### config.mk
export PLATFORM = sky130hd
export DESIGN_NAME = exec_top
export DESIGN_NICKNAME = d
export VERILOG_FILES = /design/src/hdl/exec_cfg_pkg.sv /design/src/hdl/rv_isa_pkg.sv /design/src/hdl/issue_decoder.sv /design/src/hdl/mul_unit.sv /design/src/hdl/alu_unit.sv /design/src/hdl/wb_arbiter.sv /design/src/hdl/exec_top.sv
export SDC_FILE = /design/constraint.sdc
export NUM_CORES = 2
export LEC_CHECK = 0
export ABC_AREA = 1
export BUFFER_PORTS_ARGS = -buffer_cell sky130_fd_sc_hd__buf_2
export CAP_MARGIN = 15
export CORE_UTILIZATION = 63
export CTS_CLUSTER_DIAMETER = 100
export DETAILED_ROUTE_END_ITERATION = 8
export GPL_ROUTABILITY_DRIVEN = 1
export PLACE_DENSITY = 0.92
export SETUP_SLACK_MARGIN = 0.5
export SLEW_MARGIN = 10
export SYNTH_ARGS = -nofsm -noshare
export SYNTH_HDL_FRONTEND = slang
export SYNTH_HIERARCHICAL = 1
export SYNTH_SLANG_ARGS = --single-unit
### constraint.sdc
create_clock -name clk -period 14.3 [get_ports clk]
set_input_delay 1.43 -clock clk [delete_from_list [all_inputs] [get_ports clk]]
set_output_delay 1.43 -clock clk [all_outputs]
set_load 0.01 [all_outputs]
### src/hdl/exec_cfg_pkg.sv
// Widths shared by the integer execution back end
// Imported by every RTL block that carries operands, results or ids
`default_nettype none

package exec_cfg_pkg;

    ////////////////////////////////////////////////////////////////////////////
    // Datapath sizing

    // Register width, RV32
    localparam int unsigned XLEN = 32;

    // Instruction tag width, up to 8 in flight
    localparam int unsigned ID_W = 3;

    ////////////////////////////////////////////////////////////////////////////
    // Width types

    // Operand or result word
    typedef logic [XLEN-1:0] word_t;

    // Tag that travels with an instruction to writeback
    typedef logic [ID_W-1:0] id_t;

endpackage

`default_nettype wire

### src/hdl/rv_isa_pkg.sv
// RISC-V encodings for the OP major opcode and the M extension multiplies
// Also holds the writeback arbiter state type
`default_nettype none

package rv_isa_pkg;

    ////////////////////////////////////////////////////////////////////////////
    // Instruction fields

    typedef logic [31:0] instr_t;
    typedef logic [2:0]  fn3_t;

    // R-type register-register major opcode
    localparam logic [6:0] OPC_OP = 7'b0110011;

    // funct7 variants
    localparam logic [6:0] FN7_BASE   = 7'b0000000;
    localparam logic [6:0] FN7_ALT    = 7'b0100000;
    localparam logic [6:0] FN7_MULDIV = 7'b0000001;

    ////////////////////////////////////////////////////////////////////////////
    // funct3 codes

    // Multiplies under FN7_MULDIV
    localparam fn3_t MUL_FN3    = 3'd0;
    localparam fn3_t MULH_FN3   = 3'd1;
    localparam fn3_t MULHSU_FN3 = 3'd2;
    localparam fn3_t MULHU_FN3  = 3'd3;

    // Codes 4..7 are divide and remainder, not handled
    localparam fn3_t MUL_FN3_MAX = 3'd3;

    // ALU ops, ADD and SR split further by funct7 bit 5
    localparam fn3_t ADD_FN3  = 3'd0;
    localparam fn3_t SLL_FN3  = 3'd1;
    localparam fn3_t SLT_FN3  = 3'd2;
    localparam fn3_t SLTU_FN3 = 3'd3;
    localparam fn3_t XOR_FN3  = 3'd4;
    localparam fn3_t SR_FN3   = 3'd5;
    localparam fn3_t OR_FN3   = 3'd6;
    localparam fn3_t AND_FN3  = 3'd7;

    // Last writeback winner
    typedef enum logic {LAST_ALU, LAST_MUL} grant_t;

endpackage

`default_nettype wire

### src/hdl/issue_decoder.sv
// Steers one read instruction per cycle to the multiply or ALU unit
// Flags words that neither unit executes and accepts them with no writeback
`timescale 1ns/100ps
`default_nettype none

module issue_decoder
    import exec_cfg_pkg::*;
    import rv_isa_pkg::*;
(
    input  wire logic   issue_valid,
    input  wire instr_t issue_instr,
    input  wire logic   mul_ready,
    input  wire logic   alu_ready,
    output logic        issue_ready,
    output logic        mul_new_request,
    output logic        alu_new_request,
    output logic        issue_illegal,
    output fn3_t        fn3,
    output logic        fn7_alt
);

    logic [6:0] opcode;
    logic [6:0] fn7;
    logic       is_op;
    logic       is_mul;
    logic       is_alu;
    logic       accept;

    ////////////////////////////////////////////////////////////////////////////
    // Field extraction

    assign opcode  = issue_instr[6:0];
    assign fn3     = issue_instr[14:12];
    assign fn7     = issue_instr[31:25];
    // Only bit 5 matters to the ALU, SUB and SRA
    assign fn7_alt = fn7[5];

    ////////////////////////////////////////////////////////////////////////////
    // Classification

    assign is_op = (opcode == OPC_OP);

    // Divide codes share FN7_MULDIV but are not supported
    assign is_mul = is_op && (fn7 == FN7_MULDIV) && (fn3 <= MUL_FN3_MAX);

    // ALT form exists only for SUB and SRA
    assign is_alu = is_op &&
                    ((fn7 == FN7_BASE) ||
                     ((fn7 == FN7_ALT) && ((fn3 == ADD_FN3) || (fn3 == SR_FN3))));

    // Illegal words never wait on a unit
    assign issue_ready = is_mul ? mul_ready :
                         is_alu ? alu_ready : 1'b1;

    assign accept = issue_valid && issue_ready;

    // One pulse per accepted word
    assign mul_new_request = accept && is_mul;
    assign alu_new_request = accept && is_alu;
    assign issue_illegal   = accept && !is_mul && !is_alu;

    ////////////////////////////////////////////////////////////////////////////
    // Checks

    // Exactly one destination per accepted word
    always_comb begin
        assert ($onehot0({mul_new_request, alu_new_request, issue_illegal}))
            else $error("issue_decoder raised more than one pulse");
    end

endmodule

`default_nettype wire

### src/hdl/mul_unit.sv
// Two-stage pipelined multiplier for MUL, MULH, MULHSU and MULHU
// Operands registered in stage 1, product in stage 2, result held until ack
`timescale 1ns/100ps
`default_nettype none

module mul_unit
    import exec_cfg_pkg::*;
    import rv_isa_pkg::*;
(
    input  wire logic  clk,
    input  wire logic  rst,
    input  wire logic  new_request,
    input  wire fn3_t  fn3,
    input  wire word_t rs1,
    input  wire word_t rs2,
    input  wire id_t   id,
    input  wire logic  ack,
    output logic       ready,
    output logic       done,
    output word_t      rd,
    output id_t        rd_id
);

    logic                   rs1_signed;
    logic                   rs2_signed;
    logic signed [XLEN:0]   rs1_ext;
    logic signed [XLEN:0]   rs2_ext;
    logic signed [XLEN:0]   rs1_q;
    logic signed [XLEN:0]   rs2_q;
    logic [2*XLEN-1:0]      product_q;

    logic valid_s1;
    logic valid_s2;
    logic mulh_s1;
    logic mulh_s2;
    id_t  id_s1;
    id_t  id_s2;

    logic stage1_advance;
    logic stage2_advance;

    ////////////////////////////////////////////////////////////////////////////
    // Operand extension

    // Low half of MUL is the same either way
    assign rs1_signed = (fn3 == MULH_FN3) || (fn3 == MULHSU_FN3);
    assign rs2_signed = (fn3 == MULH_FN3);

    // 33-bit signed covers every signed/unsigned mix
    assign rs1_ext = signed'({rs1[XLEN-1] & rs1_signed, rs1});
    assign rs2_ext = signed'({rs2[XLEN-1] & rs2_signed, rs2});

    // Stall chain, last stage frees up on ack
    assign stage2_advance = !valid_s2 || ack;
    assign stage1_advance = !valid_s1 || stage2_advance;
    assign ready          = stage1_advance;

    ////////////////////////////////////////////////////////////////////////////
    // Datapath

    always_ff @(posedge clk) begin
        if (stage1_advance) begin
            rs1_q <= rs1_ext;
            rs2_q <= rs2_ext;
        end
        // Keep the low 64 bits of the 66-bit product
        if (stage2_advance) begin
            product_q <= (2*XLEN)'(rs1_q * rs2_q);
        end
    end

    // Attributes follow the operands
    always_ff @(posedge clk) begin
        if (stage1_advance) begin
            mulh_s1 <= (fn3 != MUL_FN3);
            id_s1   <= id;
        end
        if (stage2_advance) begin
            mulh_s2 <= mulh_s1;
            id_s2   <= id_s1;
        end
    end

    // Occupancy of each stage
    always_ff @(posedge clk) begin
        if (rst) begin
            valid_s1 <= 1'b0;
            valid_s2 <= 1'b0;
        end else begin
            if (stage1_advance) valid_s1 <= new_request;
            if (stage2_advance) valid_s2 <= valid_s1;
        end
    end

    ////////////////////////////////////////////////////////////////////////////
    // Writeback side

    assign rd    = mulh_s2 ? product_q[2*XLEN-1:XLEN] : product_q[XLEN-1:0];
    assign done  = valid_s2;
    assign rd_id = id_s2;

    // Result must wait for the arbiter untouched
    assert property (@(posedge clk) disable iff (rst)
        (done && !ack) |=> (done && $stable(rd_id) && $stable(rd)))
        else $error("mul_unit dropped or changed a result before ack");

endmodule

`default_nettype wire

### src/hdl/alu_unit.sv
// Single-cycle RV32 ALU for the R-type OP group
// Result sits in one output register until the writeback arbiter acks it
`timescale 1ns/100ps
`default_nettype none

module alu_unit
    import exec_cfg_pkg::*;
    import rv_isa_pkg::*;
(
    input  wire logic  clk,
    input  wire logic  rst,
    input  wire logic  new_request,
    input  wire fn3_t  fn3,
    input  wire logic  fn7_alt,
    input  wire word_t rs1,
    input  wire word_t rs2,
    input  wire id_t   id,
    input  wire logic  ack,
    output logic       ready,
    output logic       done,
    output word_t      rd,
    output id_t        rd_id
);

    logic [4:0] shamt;
    word_t      result;
    logic       valid_q;
    word_t      rd_q;
    id_t        id_q;

    ////////////////////////////////////////////////////////////////////////////
    // Combinational result

    // RV32 shifts use the low five bits only
    assign shamt = rs2[4:0];

    always_comb begin
        case (fn3)
            ADD_FN3:  result = fn7_alt ? (rs1 - rs2) : (rs1 + rs2);
            SLL_FN3:  result = rs1 << shamt;
            SLT_FN3:  result = word_t'($signed(rs1) < $signed(rs2));
            SLTU_FN3: result = word_t'(rs1 < rs2);
            XOR_FN3:  result = rs1 ^ rs2;
            // SRA keeps the sign
            SR_FN3:   result = fn7_alt ? word_t'($signed(rs1) >>> shamt) : (rs1 >> shamt);
            OR_FN3:   result = rs1 | rs2;
            default:  result = rs1 & rs2;
        endcase
    end

    ////////////////////////////////////////////////////////////////////////////
    // Output register

    // Free when empty or draining this cycle
    assign ready = !valid_q || ack;

    always_ff @(posedge clk) begin
        if (rst) begin
            valid_q <= 1'b0;
        end else if (new_request) begin
            valid_q <= 1'b1;
        end else if (ack) begin
            valid_q <= 1'b0;
        end
    end

    // Payload only loads on a new request
    always_ff @(posedge clk) begin
        if (new_request) begin
            rd_q <= result;
            id_q <= id;
        end
    end

    assign done  = valid_q;
    assign rd    = rd_q;
    assign rd_id = id_q;

    // Arbiter only acks a unit that has a result
    assert property (@(posedge clk) disable iff (rst) ack |-> done)
        else $error("alu_unit got ack without a pending result");

endmodule

`default_nettype wire

### src/hdl/wb_arbiter.sv
// Round-robin owner of the shared writeback bus
// Picks one finished unit per cycle, acks it and drives its result out
`timescale 1ns/100ps
`default_nettype none

module wb_arbiter
    import exec_cfg_pkg::*;
    import rv_isa_pkg::*;
(
    input  wire logic  clk,
    input  wire logic  rst,
    input  wire logic  mul_done,
    input  wire logic  alu_done,
    input  wire logic  wb_hold,
    input  wire word_t mul_rd,
    input  wire word_t alu_rd,
    input  wire id_t   mul_id,
    input  wire id_t   alu_id,
    output logic       mul_ack,
    output logic       alu_ack,
    output logic       wb_valid,
    output word_t      wb_rd,
    output id_t        wb_id
);

    grant_t last_q;
    logic   pick_mul;

    ////////////////////////////////////////////////////////////////////////////
    // Grant

    // Lone requester wins, a tie goes to whoever lost last time
    assign pick_mul = mul_done && (!alu_done || (last_q == LAST_ALU));

    // No transfer while the consumer holds
    assign mul_ack  = pick_mul && !wb_hold;
    assign alu_ack  = !pick_mul && alu_done && !wb_hold;
    assign wb_valid = mul_ack || alu_ack;

    // Bus mux follows the grant
    assign wb_rd = pick_mul ? mul_rd : alu_rd;
    assign wb_id = pick_mul ? mul_id : alu_id;

    ////////////////////////////////////////////////////////////////////////////
    // Fairness state

    // Start as if MUL had won so the first tie goes to the ALU
    always_ff @(posedge clk) begin
        if (rst) begin
            last_q <= LAST_MUL;
        end else if (mul_ack) begin
            last_q <= LAST_MUL;
        end else if (alu_ack) begin
            last_q <= LAST_ALU;
        end
    end

    // Single bus, so one winner at a time
    assert property (@(posedge clk) disable iff (rst) !(mul_ack && alu_ack))
        else $error("wb_arbiter acked both units");

endmodule

`default_nettype wire

### src/hdl/exec_top.sv
// Integer execution back end: issue decoder, multiply and ALU units,
// and the shared writeback arbiter
`timescale 1ns/100ps
`default_nettype none

module exec_top
    import exec_cfg_pkg::*;
    import rv_isa_pkg::*;
(
    input  wire logic   clk,
    input  wire logic   rst,
    input  wire logic   issue_valid,
    input  wire instr_t issue_instr,
    input  wire word_t  issue_rs1,
    input  wire word_t  issue_rs2,
    input  wire id_t    issue_id,
    input  wire logic   wb_hold,
    output logic        issue_ready,
    output logic        issue_illegal,
    output logic        wb_valid,
    output word_t       wb_rd,
    output id_t         wb_id
);

    // Issue side
    logic mul_new_request;
    logic alu_new_request;
    fn3_t fn3;
    logic fn7_alt;

    // Unit status
    logic  mul_ready;
    logic  mul_done;
    logic  mul_ack;
    word_t mul_rd;
    id_t   mul_id;
    logic  alu_ready;
    logic  alu_done;
    logic  alu_ack;
    word_t alu_rd;
    id_t   alu_id;

    ////////////////////////////////////////////////////////////////////////////
    // Instances

    issue_decoder u_decoder (
        .issue_valid     (issue_valid),
        .issue_instr     (issue_instr),
        .mul_ready       (mul_ready),
        .alu_ready       (alu_ready),
        .issue_ready     (issue_ready),
        .mul_new_request (mul_new_request),
        .alu_new_request (alu_new_request),
        .issue_illegal   (issue_illegal),
        .fn3             (fn3),
        .fn7_alt         (fn7_alt)
    );

    // Operands and id fan out to both units
    mul_unit u_mul (
        .clk         (clk),
        .rst         (rst),
        .new_request (mul_new_request),
        .fn3         (fn3),
        .rs1         (issue_rs1),
        .rs2         (issue_rs2),
        .id          (issue_id),
        .ack         (mul_ack),
        .ready       (mul_ready),
        .done        (mul_done),
        .rd          (mul_rd),
        .rd_id       (mul_id)
    );

    alu_unit u_alu (
        .clk         (clk),
        .rst         (rst),
        .new_request (alu_new_request),
        .fn3         (fn3),
        .fn7_alt     (fn7_alt),
        .rs1         (issue_rs1),
        .rs2         (issue_rs2),
        .id          (issue_id),
        .ack         (alu_ack),
        .ready       (alu_ready),
        .done        (alu_done),
        .rd          (alu_rd),
        .rd_id       (alu_id)
    );

    wb_arbiter u_arbiter (
        .clk      (clk),
        .rst      (rst),
        .mul_done (mul_done),
        .alu_done (alu_done),
        .wb_hold  (wb_hold),
        .mul_rd   (mul_rd),
        .alu_rd   (alu_rd),
        .mul_id   (mul_id),
        .alu_id   (alu_id),
        .mul_ack  (mul_ack),
        .alu_ack  (alu_ack),
        .wb_valid (wb_valid),
        .wb_rd    (wb_rd),
        .wb_id    (wb_id)
    );

endmodule

`default_nettype wire

After elaboration in Yosys (flattened, before gate mapping). Index checks and enable logic that the tools add are counted.

Flip-flop bits (word level): 177. Input port bits: 103. Output and inout port bits: 38.

Add/subtract/negate cells: 2. Reductions and logical operators: 33. Equality and inequality tests: 9. Magnitude comparators: 3. Multiply operators: 1. Shift-type cells: 3. Bitwise gates (word level): 6. Muxes and demuxes: 10.

Operators with widths (count): 32-bit case mux with 7 select lines (1); 32-bit two-way mux (4); 32-bit less-than comparator (2); 33-bit by 33-bit multiplier with 64-bit output (1); 32-bit adder (1); 32-bit AND (1); 32-bit OR (1); 32-bit by 5-bit left shift with 32-bit output (1); 32-bit by 5-bit right shift with 32-bit output (1); 32-bit by 5-bit >>> shifter with 32-bit output (1); 32-bit subtractor (1); 32-bit bitwise XOR (1); 7-bit by 6-bit equality test with 1-bit output (second input constant) (2); 1-bit logical AND (13); 3-bit equality test (second input constant) (3); 1-bit logical OR (8); 7-bit by 1-bit equality test with 1-bit output (second input constant) (1); 1-bit logical NOT (7); 7-bit logical NOT (1); 3-bit by 2-bit equality test with 1-bit output (second input constant) (2); 1-bit two-way mux (4); 3-bit by 1-bit equality test with 1-bit output (second input constant) (1); 3-bit by 2-bit <= comparator with 1-bit output (second input constant) (1); 3-bit logical NOT (1); 6 further kinds (7).

Longest topological paths before layout.
Word-level depth: 12. Depth in mapped cells: 32. Gate-level depth less buffers: 30.

Modules after synthesis. Netlist, hierarchy kept.

Modules (own cells, without submodules): mul_unit (instances 1, sequential area each 4184.0 µm², area an instance 45394.8 µm², cells an instance 5476); alu_unit (instances 1, sequential area each 1071.0 µm², area an instance 11217.0 µm², cells an instance 2145); wb_arbiter (instances 1, sequential area each 20.0 µm², area an instance 609.3 µm², cells an instance 128); issue_decoder (instances 1, sequential area each 0.0 µm², area an instance 311.5 µm², cells an instance 52).

Worst setup path after synthesis. OpenSTA, ideal clock, no wires.

Path kind: reg-to-reg. Start point: reg u_mul.rs1_q[32]. End point: reg u_mul.product_q[63], data pin. Setup slack: 6860 ps. Stages on the path, launching flop included: 27. Arrival: 7187 ps. Library setup time: 253 ps. Path through: edfxtp_1 -> clkbuf_1 -> clkbuf_1 -> nand2_1 -> inv_1 -> fa_1 -> fa_1 -> fa_1 -> inv_1 -> fa_1 -> inv_1 -> fa_1 -> fa_1 -> fa_1 -> inv_1 -> fa_1 -> inv_1 -> ha_1 -> nand2_1 -> nor2_1 -> nand2_1 -> nor4_1 -> nand2_1 -> nand2_1 -> a21oi_1 -> nand3_1 -> nand2_1.

Longest elaborated chain between the ends: 1.

RTL lines: from (decl) (RTL line mul_unit.sv:28) `logic signed [XLEN:0] rs1_q;`; from (signal assigned) (RTL line mul_unit.sv:63) `rs1_q <= rs1_ext;`; 33-bit by 33-bit multiplier with 64-bit output (RTL line mul_unit.sv:68) `product_q <= (2*XLEN)'(rs1_q * rs2_q);`; to (signal assigned) (RTL line mul_unit.sv:68); to (decl) (RTL line mul_unit.sv:30) `logic [2*XLEN-1:0] product_q;`.

No other way between the ends. A chain may end at the register's enable or synchronous reset.

Worst setup path after layout.
Start point: reg u_mul.rs2_q[0]. End point: reg u_mul.product_q[63], data pin.

Longest elaborated chain between the ends: 1.

RTL lines: from (decl) (RTL line mul_unit.sv:29) `logic signed [XLEN:0] rs2_q;`; from (signal assigned) (RTL line mul_unit.sv:64) `rs2_q <= rs2_ext;`; 33-bit by 33-bit multiplier with 64-bit output (RTL line mul_unit.sv:68).

No other way between the ends.

==> impl_metrics.ini <==
[outcome]
status = complete, no violations

[timing]
post-route-min-period_ns = 8.473
skew_ns = 0.01539
hold_viol_final = 0
tightest_slew_ns = 1.060
drv_slew = 0
rsz0062_at_grt = no
tns_ns = 0
max_clock_freq_mhz = 118.0
slew_headroom_pct = 29.32
min_period_over_period_pct = 59.25
holdWs_ns = 0.4231
final-setup-viol-count = 0

[cts]
htree_levels = 4
clk_pin_slew_worst_paths_ns = 0.08
cts_buffer_depth = 2
ctsResizeCount = 0
hold_buffers = 0
cts_buffers = 17
cts_tree = yes
clock_latency_ns = 0.50
post-cts-setup-buffers = 0
cts_root_buf = clkbuf_16
cts_num_sinks = 177

[setup_path]
critPathBufInv = 7
setup.worst_path.end_class = flip-flop
worstPathRequired_ns = 14.54
critPathLaunchType = flip-flop
critical_path_arrival_ns = 8.71
critPathSlowestCell = fa_1
cp_max_fo = 33
worstSetupPathType = flip-flop to flip-flop
crit_path_frequent_cell = fa_1
cp_top_family = adder cells
max_stage_delay_ns = 1.01

[logic_synthesis]
synth_top_area_share_pct = 39.22
avgSynthCellArea_um2 = 7.375
ys_seq_area_share_pct = 9.169
synthFlopType = edfxtp_1
ys_warn_count = 6
synthTopCellsByCount = 2267 x nand2_1, 2105 x inv_1, 1127 x fa_1
synth_edf_count = 173
synth_most_common_cell = nand2_1
netlist_area_um2 = 57530
ys_ff_latch = 177
ys_async_sr_fraction_pct = 0
yosysTopAreaCell = fa_1
ys_types = 64
synth_cells = 7801
synth_nets = 9346
synthTopCellsByArea = fa_1 39%, nand2_1 15%, inv_1 14%

[drt]
routed_via_density = 5.747
drc = 0
ant_nets = 0
dr.first_iter.drc_count = 5603
via_count = 50894
drt-pass1-iter-count = 9
avgRoutedWirePerCell_um = 22.41
wl_um = 198400

[final_layout]
register_area_um2 = 5275
design_area_um2 = 59350
synthToLayoutAreaGrowth_pct = 3.162
drive_gt1_share_pct = 5.224
final_nets = 9208
multi_input_area_um2 = 42710
nFillCells = 7299
final_util_pct = 65.74

[floorplan]
core_region_area_um2 = 90290
io_pins = 141
rows = 110
die-area_um2 = 92530
die_y_um = 304.2
start_util_pct = 63.72
die_x_um = 304.2

[run]
drv_cap = 0

[grt]
grt_overflow = 0
grt_pass1_vias = 54129
antenna_found_initial = 4
grt_pass1_wl_um = 305300
grt_use_total_pct = 43.96
grt_max_degree = 77

[placement]
dp.final_hpwl_um = 161300
place_area_um2 = 58770
gp_congestion = 1.064
port_buffers = 125

[min_path]
hold_class = flip-flop to flip-flop
==> flip-flops by register name, indices dropped and copies added (netlist names) <==
signal            count
u_mul/mulh_s1         1
u_mul/rd_id           3
u_mul/valid_s1        1
u_mul/rs2_q          33
u_alu/rd             32
u_mul/id_s1           3
u_arbiter/last_q      1
u_alu/done            1
u_mul/done            1
u_mul/product_q      64
u_mul/rs1_q          33
u_mul/mulh_s2         1
u_alu/rd_id           3
==> final timing paths <==
path / end / cells past startpoint / slack, ns / start
worst min-delay path: u_mul/mulh_s2$_DFFE_PP_ / 0 / 0.42 / u_mul/mulh_s1$_DFFE_PP_
worst max register to register: u_mul/product_q[63]$_DFFE_PP_ / 26 / 5.83 / u_mul/rs2_q[0]$_DFFE_PP_
worst min register to register: u_mul/mulh_s2$_DFFE_PP_ / 0 / 0.42 / u_mul/mulh_s1$_DFFE_PP_
worst max-delay path: u_mul/product_q[63]$_DFFE_PP_ / 26 / 5.83 / u_mul/rs2_q[0]$_DFFE_PP_
==> cells in the final DEF, fill, tap and decap left out, types with 5 or more instances in the layout <==
master	Yosys	final
o21ai_0	112	112
o21a_1	17	17
xor2_1	39	39
o21ai_1	28	28
nand3_2	11	12
nand2_1	2267	2266
nand2_2	27	28
buf_2	50	125
edfxtp_1	173	173
o21bai_1	28	28
o211ai_1	21	21
nor2_2	20	20
inv_2	11	13
clkbuf_16	0	17
fa_1	1127	1127
buf_4	16	96
nor3_1	26	26
and2_1	6	6
nand3_1	378	376
or2_2	20	20
a21oi_1	208	208
o221ai_1	5	5
clkinv_1	6	5
mux2_2	32	32
or2_1	5	5
a211oi_1	7	7
nand3b_1	9	9
nand4_1	37	37
nor2_1	323	322
inv_1	2105	2104
ha_1	315	315
nor2_4	4	5
==> metrics by stage <==
step                      std cells  setup WS (ns)
after detailed placement       8819          5.884
after global routing           8852          5.439
after floorplan                7801          6.860
after CTS                      8851          5.851
after global placement         8819          6.016
final                          8856          5.827
==> layout make-up <==
class | count | share of cell area [%]
clock inverters | 13 | 0.2171
inverters | 2122 | 13.42
flip-flops and latches | 177 | 8.888
multi-input cells | 5123 | 71.96
diodes | 4 | 0.01686
repair buffers | 222 | 2.294
well taps | 1176 | 2.479
clock buffers | 19 | 0.7294
==> cell families after synthesis <==
kind of cell,after synthesis,share of synthesized area (%)
DFF,177,9.169
muxes,34,0.6611
buffers and inverters,2501,16.65
xor gates and xnor gates,43,0.6546
adders and majority gates,1442,46.07
and+or+nand+nor,3150,22.35
AOI/OAI and AO/OA,454,4.447
==> layer usage <==
metal,part of all wire [%],GRT usage [%],up-vias
li1,-,-,22241
met1,35,53.11,24549
met5,0,0,-
met4,8.3,30.00,0
met3,10,8.315,898
met2,46,71.69,3206
Power is left out: the tool's default activity adds up to more than one toggle a clock period on the data nets, which glitch-free logic cannot reach.
